### src/common/rom_pkg.sv
// ROM fetch sizes, SDRAM region offsets, client indices and FSM state enums
package rom_pkg;

    localparam int num_banks = 4;   // One requester per ROM client
    localparam int sdram_aw  = 22;  // SDRAM word address
    localparam int line_w    = 32;  // Two 16-bit words per read

    // Region base of each client in SDRAM, in 16-bit words
    localparam logic [sdram_aw-1:0] main_offset = 22'h00_0000;
    localparam logic [sdram_aw-1:0] snd_offset  = 22'h10_0000;
    localparam logic [sdram_aw-1:0] obj_offset  = 22'h20_0000;
    localparam logic [sdram_aw-1:0] scr_offset  = 22'h30_0000;

    // Bank position of each client in the line vectors
    typedef enum logic [1:0] {
        cli_main = 2'd0,
        cli_snd  = 2'd1,
        cli_obj  = 2'd2,
        cli_scr  = 2'd3
    } client_e;

    // Bank requester
    typedef enum logic [1:0] {
        rq_idle,
        rq_wait_gnt,    // Request just raised, now visible to the arbiter
        rq_wait_data
    } rq_state_e;

    // SDRAM read arbiter
    typedef enum logic [1:0] {
        arb_idle,
        arb_wait_ack,
        arb_wait_rdy
    } arb_state_e;

endpackage
### src/design/rom_sdram_top.sv
// ROM fetch top: client mapper, four cached bank requesters and SDRAM read arbiter
`timescale 1ns/10ps

module rom_sdram_top (
    input  logic        clk,
    input  logic        rst,
    // Main CPU
    input  logic        main_rom_cs,
    input  logic [20:0] main_rom_addr,
    output logic [15:0] main_rom_data,
    output logic        main_rom_ok,
    // Sound CPU
    input  logic        snd_cs,
    input  logic [15:0] snd_addr,
    output logic [ 7:0] snd_data,
    output logic        snd_ok,
    // Graphics
    input  logic        rom0_cs,
    input  logic [19:0] rom0_addr,
    input  logic        rom0_half,
    output logic [rom_pkg::line_w-1:0] rom0_data,
    output logic        rom0_ok,
    input  logic        rom1_cs,
    input  logic [19:0] rom1_addr,
    input  logic        rom1_half,
    output logic [rom_pkg::line_w-1:0] rom1_data,
    output logic        rom1_ok,
    // SDRAM read port
    output logic [rom_pkg::sdram_aw-1:0] sdram_addr,
    output logic                         sdram_rd,
    input  logic                         sdram_ack,
    input  logic                         sdram_rdy,
    input  logic [rom_pkg::line_w-1:0]   data_read
);

    logic [rom_pkg::num_banks-1:0]                        line_cs;
    logic [rom_pkg::num_banks-1:0][rom_pkg::sdram_aw-1:0] line_addr;
    logic [rom_pkg::num_banks-1:0][rom_pkg::line_w-1:0]   line_data;
    logic [rom_pkg::num_banks-1:0]                        line_ok;
    logic [rom_pkg::num_banks-1:0]                        bank_req;
    logic [rom_pkg::num_banks-1:0][rom_pkg::sdram_aw-1:0] bank_addr;
    logic [rom_pkg::num_banks-1:0]                        bank_gnt_done;
    logic [rom_pkg::line_w-1:0]                           line_in;

    rom_client_map u_map (
        .clk           ( clk           ),
        .rst           ( rst           ),
        .main_rom_cs   ( main_rom_cs   ),
        .main_rom_addr ( main_rom_addr ),
        .main_rom_data ( main_rom_data ),
        .main_rom_ok   ( main_rom_ok   ),
        .snd_cs        ( snd_cs        ),
        .snd_addr      ( snd_addr      ),
        .snd_data      ( snd_data      ),
        .snd_ok        ( snd_ok        ),
        .rom0_cs       ( rom0_cs       ),
        .rom0_addr     ( rom0_addr     ),
        .rom0_half     ( rom0_half     ),
        .rom0_data     ( rom0_data     ),
        .rom0_ok       ( rom0_ok       ),
        .rom1_cs       ( rom1_cs       ),
        .rom1_addr     ( rom1_addr     ),
        .rom1_half     ( rom1_half     ),
        .rom1_data     ( rom1_data     ),
        .rom1_ok       ( rom1_ok       ),
        .line_data     ( line_data     ),
        .line_ok       ( line_ok       ),
        .line_cs       ( line_cs       ),
        .line_addr     ( line_addr     )
    );

    // Bank position follows rom_pkg::client_e
    for (genvar i = 0; i < rom_pkg::num_banks; i++) begin : gen_bank
        bank_romrq u_bank (
            .clk           ( clk              ),
            .rst           ( rst              ),
            .line_cs       ( line_cs[i]       ),
            .line_addr     ( line_addr[i]     ),
            .line_data     ( line_data[i]     ),
            .line_ok       ( line_ok[i]       ),
            .bank_gnt_done ( bank_gnt_done[i] ),
            .line_in       ( line_in          ),
            .bank_req      ( bank_req[i]      ),
            .bank_addr     ( bank_addr[i]     )
        );
    end

    sdram_rd_arbiter u_arb (
        .clk           ( clk           ),
        .rst           ( rst           ),
        .bank_req      ( bank_req      ),
        .bank_addr     ( bank_addr     ),
        .bank_gnt_done ( bank_gnt_done ),
        .line_in       ( line_in       ),
        .sdram_addr    ( sdram_addr    ),
        .sdram_rd      ( sdram_rd      ),
        .sdram_ack     ( sdram_ack     ),
        .sdram_rdy     ( sdram_rdy     ),
        .data_read     ( data_read     )
    );

endmodule

### src/design/sdram_rd_arbiter.sv
// Round-robin arbiter from the bank requesters to the single SDRAM read port
`timescale 1ns/10ps

module sdram_rd_arbiter (
    input  logic                                                 clk,
    input  logic                                                 rst,
    // Bank requesters
    input  logic [rom_pkg::num_banks-1:0]                        bank_req,
    input  logic [rom_pkg::num_banks-1:0][rom_pkg::sdram_aw-1:0] bank_addr,
    output logic [rom_pkg::num_banks-1:0]                        bank_gnt_done,
    output logic [rom_pkg::line_w-1:0]                           line_in,
    // SDRAM read port
    output logic [rom_pkg::sdram_aw-1:0]                         sdram_addr,
    output logic                                                 sdram_rd,
    input  logic                                                 sdram_ack,
    input  logic                                                 sdram_rdy,
    input  logic [rom_pkg::line_w-1:0]                           data_read
);

    rom_pkg::arb_state_e state;

    rom_pkg::client_e sel;      // Bank of the transfer in flight
    rom_pkg::client_e last;     // Last bank served
    rom_pkg::client_e cand;
    rom_pkg::client_e pick;
    logic             found;

    logic [rom_pkg::num_banks-1:0] req_open;

    // A bank whose data is being returned drops its request next cycle
    assign req_open = bank_req & ~bank_gnt_done;

    // First open request after the last served bank
    always_comb begin
        pick  = last;
        found = 1'b0;
        for (int i = 1; i <= rom_pkg::num_banks; i++) begin
            cand = rom_pkg::client_e'(last + 2'(i));
            if (!found && req_open[cand]) begin
                pick  = cand;
                found = 1'b1;
            end
        end
    end

    always_ff @(posedge clk, posedge rst) begin
        if (rst) begin
            state         <= rom_pkg::arb_idle;
            sdram_rd      <= 1'b0;
            bank_gnt_done <= '0;
            sel           <= rom_pkg::cli_main;
            last          <= rom_pkg::cli_scr;  // Bank 0 goes first
        end else begin
            bank_gnt_done <= '0;
            case (state)
                rom_pkg::arb_idle: begin
                    if (found) begin
                        sel      <= pick;
                        sdram_rd <= 1'b1;
                        state    <= rom_pkg::arb_wait_ack;
                    end
                end
                rom_pkg::arb_wait_ack: begin
                    if (sdram_ack) begin
                        sdram_rd <= 1'b0;
                        state    <= rom_pkg::arb_wait_rdy;
                    end
                end
                rom_pkg::arb_wait_rdy: begin
                    if (sdram_rdy) begin
                        bank_gnt_done[sel] <= 1'b1;
                        last               <= sel;
                        state              <= rom_pkg::arb_idle;
                    end
                end
                default: begin
                    sdram_rd <= 1'b0;
                    state    <= rom_pkg::arb_idle;
                end
            endcase
        end
    end

    always_ff @(posedge clk) begin
        if (state == rom_pkg::arb_idle && found) begin
            sdram_addr <= bank_addr[pick];
        end
        if (state == rom_pkg::arb_wait_rdy && sdram_rdy) begin
            line_in <= data_read;   // Valid with the data_valid pulse
        end
    end

    // Only one transfer at a time on the SDRAM port
    a_rd_in_wait_ack: assert property (@(posedge clk) disable iff (rst)
        sdram_rd |-> state == rom_pkg::arb_wait_ack);

    a_one_done: assert property (@(posedge clk) disable iff (rst)
        $onehot0(bank_gnt_done));

endmodule

### src/romrq/bank_romrq.sv
// One-line cached ROM requester for a single bank
`timescale 1ns/10ps

module bank_romrq (
    input  logic                         clk,
    input  logic                         rst,
    // Client side
    input  logic                         line_cs,
    input  logic [rom_pkg::sdram_aw-1:0] line_addr,
    output logic [rom_pkg::line_w-1:0]   line_data,
    output logic                         line_ok,
    // Arbiter side
    input  logic                         bank_gnt_done,  // Line on line_in this cycle
    input  logic [rom_pkg::line_w-1:0]   line_in,
    output logic                         bank_req,
    output logic [rom_pkg::sdram_aw-1:0] bank_addr
);

    rom_pkg::rq_state_e state;

    logic [rom_pkg::sdram_aw-1:0] tag;   // Line address of the cached data
    logic                         valid;
    logic                         hit;
    logic                         miss;
    logic                         fill;

    assign hit  = valid && (tag == line_addr);
    assign miss = (state == rom_pkg::rq_idle) && line_cs && !hit;
    assign fill = (state == rom_pkg::rq_wait_data) && bank_gnt_done;

    always_ff @(posedge clk, posedge rst) begin
        if (rst) begin
            state    <= rom_pkg::rq_idle;
            valid    <= 1'b0;
            line_ok  <= 1'b0;
            bank_req <= 1'b0;
        end else begin
            case (state)
                rom_pkg::rq_idle: begin
                    line_ok <= line_cs && hit;  // Hit answers next cycle
                    if (miss) begin
                        bank_req <= 1'b1;
                        state    <= rom_pkg::rq_wait_gnt;
                    end
                end
                rom_pkg::rq_wait_gnt: begin
                    // The arbiter needs several cycles before any data can return
                    line_ok <= 1'b0;
                    state   <= rom_pkg::rq_wait_data;
                end
                rom_pkg::rq_wait_data: begin
                    line_ok <= 1'b0;
                    if (bank_gnt_done) begin
                        bank_req <= 1'b0;
                        valid    <= 1'b1;
                        // Client may have moved on while the fetch was out
                        line_ok  <= line_cs && (line_addr == bank_addr);
                        state    <= rom_pkg::rq_idle;
                    end
                end
                default: begin
                    line_ok  <= 1'b0;
                    bank_req <= 1'b0;
                    state    <= rom_pkg::rq_idle;
                end
            endcase
        end
    end

    // Line store and request address
    always_ff @(posedge clk) begin
        if (miss) begin
            bank_addr <= line_addr;
        end
        if (fill) begin
            tag       <= bank_addr;
            line_data <= line_in;
        end
    end

    // Request is held with a fixed address until its line comes back
    a_req_held: assert property (@(posedge clk) disable iff (rst)
        bank_req && !bank_gnt_done |=> bank_req && $stable(bank_addr));

    // The arbiter only returns data to a bank that is waiting for it
    a_done_when_waiting: assert property (@(posedge clk) disable iff (rst)
        bank_gnt_done |-> bank_req && (state == rom_pkg::rq_wait_data));

endmodule

### src/design/rom_client_map.sv
// Client port adapter: line addresses with region offsets and word or byte select
`timescale 1ns/10ps

module rom_client_map (
    input  logic        clk,
    input  logic        rst,
    // Main CPU, 16-bit words
    input  logic        main_rom_cs,
    input  logic [20:0] main_rom_addr,
    output logic [15:0] main_rom_data,
    output logic        main_rom_ok,
    // Sound CPU, bytes
    input  logic        snd_cs,
    input  logic [15:0] snd_addr,
    output logic [ 7:0] snd_data,
    output logic        snd_ok,
    // Object and scroll graphics, full lines
    input  logic        rom0_cs,
    input  logic [19:0] rom0_addr,
    input  logic        rom0_half,
    output logic [rom_pkg::line_w-1:0] rom0_data,
    output logic        rom0_ok,
    input  logic        rom1_cs,
    input  logic [19:0] rom1_addr,
    input  logic        rom1_half,
    output logic [rom_pkg::line_w-1:0] rom1_data,
    output logic        rom1_ok,
    // Bank requester side
    input  logic [rom_pkg::num_banks-1:0][rom_pkg::line_w-1:0]   line_data,
    input  logic [rom_pkg::num_banks-1:0]                        line_ok,
    output logic [rom_pkg::num_banks-1:0]                        line_cs,
    output logic [rom_pkg::num_banks-1:0][rom_pkg::sdram_aw-1:0] line_addr
);

    logic       main_sel;   // High word of the line
    logic [1:0] snd_sel;    // Byte within the line

    assign line_cs[rom_pkg::cli_main] = main_rom_cs;
    assign line_cs[rom_pkg::cli_snd]  = snd_cs;
    assign line_cs[rom_pkg::cli_obj]  = rom0_cs;
    assign line_cs[rom_pkg::cli_scr]  = rom1_cs;

    // Even word address of the line holding the requested data
    assign line_addr[rom_pkg::cli_main] = rom_pkg::main_offset
                                        + {1'b0, main_rom_addr[20:1], 1'b0};
    assign line_addr[rom_pkg::cli_snd]  = rom_pkg::snd_offset + {7'd0, snd_addr[15:2], 1'b0};
    assign line_addr[rom_pkg::cli_obj]  = rom_pkg::obj_offset + {rom0_addr, rom0_half, 1'b0};
    assign line_addr[rom_pkg::cli_scr]  = rom_pkg::scr_offset + {rom1_addr, rom1_half, 1'b0};

    // Sampled alongside the registered ok of each bank
    always_ff @(posedge clk, posedge rst) begin
        if (rst) begin
            main_sel <= 1'b0;
            snd_sel  <= 2'd0;
        end else begin
            main_sel <= main_rom_addr[0];
            snd_sel  <= snd_addr[1:0];
        end
    end

    assign main_rom_data = main_sel ? line_data[rom_pkg::cli_main][31:16]
                                    : line_data[rom_pkg::cli_main][15:0];
    assign snd_data      = line_data[rom_pkg::cli_snd][{snd_sel, 3'b000} +: 8];  // Byte 0 is LSB
    assign rom0_data     = line_data[rom_pkg::cli_obj];
    assign rom1_data     = line_data[rom_pkg::cli_scr];

    assign main_rom_ok = line_ok[rom_pkg::cli_main];
    assign snd_ok      = line_ok[rom_pkg::cli_snd];
    assign rom0_ok     = line_ok[rom_pkg::cli_obj];
    assign rom1_ok     = line_ok[rom_pkg::cli_scr];

    // Pending sound request must keep its byte lane until the data comes back
    a_snd_sel_stable: assert property (@(posedge clk) disable iff (rst)
        snd_cs && !snd_ok && $past(snd_cs && !snd_ok) |=> $stable(snd_sel));

endmodule

### config.mk
export PLATFORM = sky130hd
export DESIGN_NAME = rom_sdram_top
export DESIGN_NICKNAME = d
export VERILOG_FILES = /design/src/common/rom_pkg.sv /design/src/design/rom_sdram_top.sv /design/src/design/sdram_rd_arbiter.sv /design/src/romrq/bank_romrq.sv /design/src/design/rom_client_map.sv
export SDC_FILE = /design/constraint.sdc
export NUM_CORES = 1
export LEC_CHECK = 0
export BUFFER_PORTS_ARGS = -buffer_cell sky130_fd_sc_hd__buf_4
export CAP_MARGIN = 20
export CORE_MARGIN = 2
export CORE_UTILIZATION = 50
export CTS_CLUSTER_DIAMETER = 40
export DETAILED_ROUTE_END_ITERATION = 8
export GPL_TIMING_DRIVEN = 0
export PLACE_DENSITY = 0.72
export SYNTH_ARGS = -nofsm -noshare
export SYNTH_HDL_FRONTEND = slang
export SYNTH_SLANG_ARGS = --single-unit
### constraint.sdc
create_clock -name clk -period 7.6 [get_ports clk]
set_input_delay 0.76 -clock clk [delete_from_list [all_inputs] [get_ports clk]]
set_output_delay 0.76 -clock clk [all_outputs]
set_load 0.02 [all_outputs]
== Word-level counts from Yosys, hierarchy flattened ==
Index checks and enable logic that the tools add are counted.
Storage, ports and cells
  register bits after elaboration: 388
  input bits: 119
  output and inout bits: 115
  word-level logic and storage cells: 207
Operators by class
  bitwise logic cells: 7
  equal/unequal tests: 29
  $lt $le $gt $ge: 7
  reduce and logical (&&, ||, !) cells: 58
  muxes and demuxes: 62
  shifts and indexed selects: 1
  add/subtract/negate cells: 6
Operators by type and width (count)
  22-bit equality test: 6
  22-bit adder (first input constant): 2
  22-bit binary-select mux with 2-bit select: 1
  20-bit equality test: 2
  32-bit by 6-bit variable part select with 8-bit output: 1
  1-bit logical AND: 30
  2-bit 2-to-1 mux: 15
  2-bit one-hot mux with 3 select lines: 5
  1-bit 2-to-1 mux: 23
  21-bit by 15-bit adder with 22-bit output (first input constant): 1
  22-bit 2-to-1 mux: 1
  2-bit AND reduction: 10
  2-bit by 3-bit < comparator with 1-bit output (second input constant): 6
  2-bit by 1-bit != test with 1-bit output (second input constant): 9
  3-bit AND reduction: 6
  16-bit 2-to-1 mux: 1
  1-bit one-hot mux with 3 select lines: 5
  2-bit by 1-bit equality test with 1-bit output (second input constant): 5
  2-bit equality test (second input constant): 5
  2-bit logical NOT: 5
  1-bit binary-select mux with 2-bit select: 4
  4-bit 2-to-1 mux: 2
  1-bit one-hot mux with 2 select lines: 4
  1-bit logical NOT: 7
  8 further kinds: 14

== Logic depth before layout (Yosys ltp) ==
Gate-level depths: netlist of run 1.
  word-level depth: 16
  depth in mapped cells: 7
  mapped depth without buffers: 5

== By module ==
A second synthesis of run 1 with hierarchy kept.
Unflattened totals
  cell total of the unflattened synthesis: 990
  area, all modules: 16579.7 µm²
Modules (own cells, without submodules)
  bank_romrq: cells an instance 154, instances 4, seq. area each 2407.3 µm², area each 2989.1 µm²
  sdram_rd_arbiter: cells an instance 180, instances 1, seq. area each 1899.3 µm², area each 2949.1 µm²
  rom_client_map: cells an instance 194, instances 1, seq. area each 75.1 µm², area each 1674.1 µm²

== Worst setup path after synthesis of run 1 ==
OpenSTA, ideal clock, no wires.
  path kind: flip-flop to flip-flop
  start point: register gen_bank[0].u_bank.state[1]
  end point: register gen_bank[0].u_bank.line_ok
  stages on the path, launching flop included: 6
  period minus slack after synthesis: 3.483 ns
  library setup time: 0.082 ns
  data required time: 7.518 ns
  path buffers: 0
  arrival time: 3.401 ns
  slack: 4.117 ns
  cell sequence: dfrtp_1 -> nand2_1 -> nor2_1 -> nand4_1 -> or4_1 -> o22ai_1
On the way
  longest elaborated chain between the ends: 2
  elaborated cells on any way between the ends: 3
  classes of those cells: eq/ne: 1; mux: 1; reduce/logical: 1
Ends and longest elaborated chain
  start, declared: line bank_romrq.sv:19  | rom_pkg::rq_state_e state;
  start signal, assigned: line bank_romrq.sv:33  | state <= rom_pkg::rq_idle;
  start signal, assigned: line bank_romrq.sv:43  | state <= rom_pkg::rq_wait_gnt;
  start signal, assigned: line bank_romrq.sv:49  | state <= rom_pkg::rq_wait_data;
  2-bit equality test or 2-bit logical NOT (tied branches): line bank_romrq.sv:38  | case (state)
  1-bit one-hot mux with 2 select lines (*): line bank_romrq.sv:38
  end signal, assigned: line bank_romrq.sv:40  | line_ok <= line_cs && hit;
  end signal, assigned: line bank_romrq.sv:57  | line_ok <= line_cs && (line_addr == bank_addr);
  end, declared: line bank_romrq.sv:11  | output logic line_ok,
Every way passes the cells marked *; elsewhere a longest branch is shown, timed or not.
A chain may end at the register's enable or synchronous reset.

== Worst setup path after layout of run 1 ==
  start point: register u_map.main_sel
  end point: output port main_rom_data[9]
On the way
  longest elaborated chain between the ends: 1
Ends and longest elaborated chain
  start, declared: line rom_client_map.sv:35  | logic main_sel;
  start signal, assigned: line rom_client_map.sv:56  | main_sel <= main_rom_addr[0];
  16-bit 2-to-1 mux: line rom_client_map.sv:61  | assign main_rom_data = main_sel ? line_data[rom_pkg::cli_main][31:16]
  end, declared: line rom_sdram_top.sv:10  | output logic [15:0] main_rom_data,
Every way passes these cells.

==> impl_metrics.py, run 1 <==
metrics = {
    "clock_network": {
        "numCtsBuffers": 42,
        "postCtsSetupRepairBufs": 0,
        "root_buffer": "clkbuf_16",
        "insertion_delay_ns": 0.53,
        "cts_resized": 0,
        "clockBufferDepth": 3,
        "cts_htree_levels": 2,
        "cts_hold_buffers": 0,
        "cts_sinks": 367,
        "clkTransAtPathRegs_ns": 0.06,
        "cts_tree": "built",
    },
    "routing": {
        "drt_iter0_drc": 662,
        "wl_per_cell_um": 22.0,
        "vias_per_cell": 5.29,
        "firstDrtPassIters": 7,
        "wirelength_um": 32300,
        "dr_total_vias": 7754,
        "drc_errors": 0,
        "antenna_left": 0,
    },
    "global_route": {
        "antenna_found_initial": 0,
        "grt_pass1_wl_um": 46700,
        "grt_overflow": 0,
        "grt_max_degree": 35,
        "grt_pass1_vias": 7860,
        "grt_use_total_pct": 21.7,
    },
    "synth": {
        "synth_top_area_share_pct": 70.5,
        "synth_enable_flop_cells": 333,
        "yosysUniqueCellTypes": 53,
        "syn_inst": 774,
        "synth_area_leaders": "edfxtp_1, xnor2_1, dfrtp_1, mux2i_1, xor2_1",
        "ys_seq_elements": 367,
        "yosysTopAreaCell": "edfxtp_1",
        "async_flop_share_pct": 9.26,
        "yosysMostFrequentCell": "edfxtp_1",
        "ys_warn_count": 0,
        "synthesis.nets": 893,
        "seq_area_frac_synth_pct": 76.5,
        "synth_commonest_cells": "edfxtp_1, xnor2_1, mux2i_1",
        "syn_area_um2": 14200,
        "synth-main-ff-cell": "edfxtp_1",
        "synth.avg_cell_area_um2": 18.3,
    },
    "layout": {
        "antenna_cells": 0,
        "finish.instance_area_um2": 17900,
        "fillCellCount": 1978,
        "drive_above_1_share_pct": 33.6,
        "syn_to_final_growth_pct": 26.5,
        "nets": 1177,
    },
    "power_and_ir_drop": {
        "ir_drop_v": 0.000270,
        "total_power_uw": 6020,
        "total_leakage_power_uw": 0.00654,
        "p_per_area_nw_per_um2": 335,
    },
    "worst_setup_path": {
        "required_ns": 6.84,
        "crit_arrival_ns": 2.21,
        "worst_setup_path_start_kind": "flop",
        "path_max_fanout": 10,
        "criticalPathCategory": "flop to output pin",
        "end_kind": "output pin",
        "crit_path_max_incr_delay_ns": 0.42,
        "path_cells": "clkbuf_1, buf_2, mux2_2, buf_4",
        "cp_slowest_cell": "buf_2",
    },
    "run_status": {
        "status": "complete, no violations",
    },
    "sta": {
        "relSlewSlack_pct": 31.5,
        "fmax_mhz": 337,
        "whs_ns": 0.350,
        "hold_viol_final": 0,
        "min_period_ns": 2.97,
        "min_period_over_period_pct": 39.0,
        "final_max_slew_viol_count": 0,
        "rsz0062_at_grt": "false",
        "setup_viol": 0,
        "finalSetupTns_ns": 0,
        "tightest_slew_ns": 1.02,
        "clock_skew_ns": 0.0224,
    },
    "floorplanning": {
        "rows": 61,
        "io_pins": 234,
        "initial_utilization_pct": 50.9,
        "die_area_um2": 29700,
        "core_area_um2": 27900,
        "die-width_um": 172,
        "die_height_um": 172,
    },
    "placement": {
        "dp_hpwl_um": 22900,
        "place_congestion": 0.859,
        "io_buffers": 232,
        "place_area_um2": 16500,
    },
    "flow_run": {
        "cap_violations": 0,
    },
    "min_path": {
        "hp-class": "input port to flop",
    },
}
==> metrics by stage <==
step / cells / worst slack, ns / util (%)
floorplan: 774 / 4.12 / -
global placement: 1384 / 2.71 / 58.9
finish: 1467 / 4.63 / 64.4
detailed placement: 1392 / 5.09 / 59.4
CTS: 1467 / 4.55 / 64.4
global route: 1467 / 4.49 / 64.4
==> power by group <==
group          leakage [µW]  internal (µW)  switching, µW  total [µW]
clock              0.000672           1220            774        2000
combinational       0.00242            547            699        1250
sequential          0.00345           2570            207        2770
total               0.00654           4340           1680        6020
==> cell families after synthesis <==
family,after synthesis,share of synthesized area [%]
flops,367,76.5
xor+xnor,150,9.32
simple gates,112,4.60
mux,79,6.48
compound gates,39,1.99
buf+inv,26,1.06
other cells,1,0.0264
==> sequential cells by signal, summed over array words and instances (netlist names) <==
name,count
gen_bank.u_bank.state,8
gen_bank.u_bank.bank_req,4
u_map.snd_sel,2
u_arb.sdram_rd,1
gen_bank.u_bank.tag,76
gen_bank.u_bank.bank_addr,76
gen_bank.u_bank.line_ok,4
u_arb.line_in,32
u_map.main_sel,1
u_arb.sdram_addr,21
u_arb.bank_gnt_done,4
u_arb.sel,2
gen_bank.u_bank.valid,4
u_arb.last,2
u_arb.state,2
gen_bank.u_bank.line_data,128
==> final timing paths <==
path	from	endpoint	slack, ns	cells after the start
max reg2reg	u_arb.bank_gnt_done[2]	u_arb.sdram_addr[21]	5.50	4
min	snd_addr[0]	u_map.snd_sel[0]	0.35	1
min reg2reg	u_arb.sel[1]	u_arb.bank_gnt_done[1]	0.44	1
max	u_map.main_sel	main_rom_data[9]	4.63	4
min in group asynchronous	rst	u_map.snd_sel[0]	0.41	2
max in group asynchronous	rst	gen_bank[3].u_bank.line_ok	6.66	2
==> worst max-delay path, delay by kind of cell (launching register included) <==
| kind | cells | cell delay (ns) |
|---|---|---|
| buffers and inverters | 3 | 0.97 |
| muxes | 1 | 0.40 |
| DFF | 1 | 0.32 |
==> layout by cell type (no fill, tap or decap), types with 7 or more instances in the layout <==
cell	count
buf_4	233
xnor2_1	101
clkbuf_16	43
edfxtp_1	333
nand2_1	15
clkbuf_1	9
inv_1	11
mux2_2	18
nand2b_1	8
dfrtp_1	32
mux4_2	8
nor2_1	12
nand3_1	7
nand4_1	30
xor2_1	48
nor4_1	17
mux2i_1	52
==> cell type report <==
cell class              instances  area [µm²]  share of cell area [%]
flip-flops and latches        367       10900                    60.5
repair buffers                240        1870                    10.4
plain buffers                  11        93.8                   0.523
well taps                     378         473                    2.64
inverters                      15        56.3                   0.314
clock buffers                  56        1170                    6.55
multi-input cells             381        3200                    17.8
clock inverters                19         213                    1.19
==> layer usage <==
layer / GRT usage (%) / share of wire, % / up-vias
met3: 3.66 / 6.6 / 56
met2: 35.9 / 49 / 295
met4: 5.59 / 2.2 / 0
li1: - / - / 3524
met5: 0 / 0 / -
met1: 30.0 / 43 / 3879
No activity file was read; power rests on OpenSTA's default activity.
==> inputs of run 2 (changes only) <==
- PLACE_DENSITY: 0.72 -> 0.75
- clock period: 7.6 -> 2.72 ns (I/O delays scaled with it)
==> impl_metrics.py, run 2 (synthesis results as in run 1) <==
metrics = {
    "run_status": {
        "status": "complete, no violations",
    },
    "layout": {
        "final_cell_mix": "edfxtp_1, buf_4, dlygate4sd3_1",
        "fillCellCount": 1782,
        "top_regs": "gen_bank.u_bank.line_data x128, gen_bank.u_bank.bank_addr x76, gen_bank.u_bank.tag x76",
        "largest_register": "gen_bank.u_bank.line_data",
        "largest_reg_flops": 128,
        "syn_to_final_growth_pct": 35.3,
        "nets": 1291,
        "layout_commonest_cell": "edfxtp_1",
        "fin_util_pct": 68.9,
        "drive_above_1_share_pct": 31.3,
    },
    "power_and_ir_drop": {
        "total_leakage_power_uw": 0.00709,
        "p_per_area_nw_per_um2": 903,
        "ir_drop_v": 0.000792,
        "total_power_uw": 17300,
    },
    "clock_network": {
        "numCtsBuffers": 43,
        "root_buffer": "clkbuf_16",
        "cts_htree_levels": 2,
        "cts_sinks": 367,
        "cts_tree": "built",
        "insertion_delay_ns": 0.54,
        "clkTransAtPathRegs_ns": 0.06,
        "cts_resized": 0,
        "postCtsSetupRepairBufs": 0,
        "clockBufferDepth": 3,
    },
    "worst_setup_path": {
        "cp_slowest_cell": "buf_2",
        "criticalPathCategory": "flop to output pin",
        "crit_arrival_ns": 2.22,
        "path_cells": "clkbuf_1, buf_2, mux2_2, buf_4",
        "required_ns": 2.45,
        "worst_setup_path_start_kind": "flop",
        "path_max_fanout": 10,
        "crit_path_max_incr_delay_ns": 0.41,
        "end_kind": "output pin",
    },
    "floorplanning": {
        "die_area_um2": 29700,
        "core_area_um2": 27900,
        "rows": 61,
        "die_height_um": 172,
        "die-width_um": 172,
        "initial_utilization_pct": 50.9,
        "io_pins": 234,
    },
    "global_route": {
        "grt_pass1_vias": 8696,
        "grt_max_degree": 35,
        "grt_overflow": 0,
        "grt_pass1_wl_um": 50300,
        "antenna_found_initial": 2,
        "grt_use_total_pct": 23.1,
    },
    "sta": {
        "setup_viol": 0,
        "relSlewSlack_pct": 44.0,
        "min_period_over_period_pct": 91.7,
        "min_period_ns": 2.49,
        "fmax_mhz": 401,
        "hold_viol_final": 0,
        "clock_skew_ns": 0.0267,
        "final_max_slew_viol_count": 0,
        "rsz0062_at_grt": "false",
        "tightest_slew_ns": 0.841,
    },
    "routing": {
        "drt_iter0_drc": 745,
        "antenna_left": 0,
        "firstDrtPassIters": 5,
        "drc_errors": 0,
        "wirelength_um": 34500,
        "dr_total_vias": 8347,
        "vias_per_cell": 5.26,
        "wl_per_cell_um": 21.7,
    },
    "placement": {
        "io_buffers": 232,
        "place_congestion": 0.834,
        "dp_hpwl_um": 22800,
    },
    "flow_run": {
        "cap_violations": 0,
    },
    "min_path": {
        "hp-class": "input port to flop",
    },
}
[run 2: changes by cell type in the layout (fill, tap and decap cells not counted), moves of 3 or more]
cell / change
dlygate4sd3_1: +113
inv_6: +4
clkbuf_8: -4
clkbuf_1: -7
clkinv_2: +4
clkinv_4: +3
[run 2: repair_timing]
action | 4_1_cts | 5_1_grt
endpoints found under the setup margin | 0 | 0
hold buffers | 113 | 0
endpoints found under the hold margin | 144 | 0
[run 2: final timing paths]
check	from	endpoint	slack, ns	depth (start not counted)
min in group asynchronous	rst	u_map.snd_sel[1]	0.49	3
hold reg to reg	u_arb.sel[1]	u_arb.bank_gnt_done[1]	0.46	1
max in group asynchronous	rst	gen_bank[3].u_bank.line_ok	1.67	3
setup reg to reg	u_arb.bank_gnt_done[2]	u_arb.sdram_addr[3]	0.47	7
setup / recovery	u_map.main_sel	main_rom_data[10]	0.23	4
hold / removal	main_rom_cs	gen_bank[0].u_bank.line_ok	0.03	3
[run 2: per-layer routing]
metal  wire (µm)  up-vias  global-route usage (%)  part of all wire (%)
met5           0        -                       0                     0
met4         984        0                    7.67                   2.9
met3        2430       62                    4.78                   7.0
met2       17200      378                    39.1                    50
met1       13800     4142                    30.1                    40
li1            -     3765                       -                     -
[run 2: area by class of cell]
class / instances / area, µm² / area share (%)
flip-flops and latches: 367 / 10900 / 56.5
multi-input cells: 381 / 3210 / 16.7
repair buffers: 353 / 3010 / 15.7
clock buffers: 46 / 1120 / 5.83
well taps: 378 / 473 / 2.46
clock inverters: 33 / 378 / 1.97
plain buffers: 11 / 93.8 / 0.489
inverters: 15 / 56.3 / 0.293
diodes: 2 / 5.00 / 0.0261
[run 2: report_power, final]
group	switching, µW	internal, µW
registers	550	7160
logic	2030	1640
clock network	2340	3610
total	4910	12400
[run 2: through the flow]
step	instance area (µm²)	instances	hold slack, ns	setup TNS, ns	worst slack [ns]
final	19200	1586	0.0288	0	0.226
after CTS	19200	1584	0.00998	0	0.135
after detailed placement	16600	1392	0.383	0	0.503
after global routing	19200	1586	0.0337	0	0.106
after global placement	16400	1384	0.386	-40.09	-0.738
after floorplan	14200	774	0.303	0	0.133
[run 2: worst max-delay path: cells and delay by family (launching register included)]
family	cells	cell delay (ns)
muxes	1	0.39
buffers and inverters	3	0.96
DFF	1	0.33
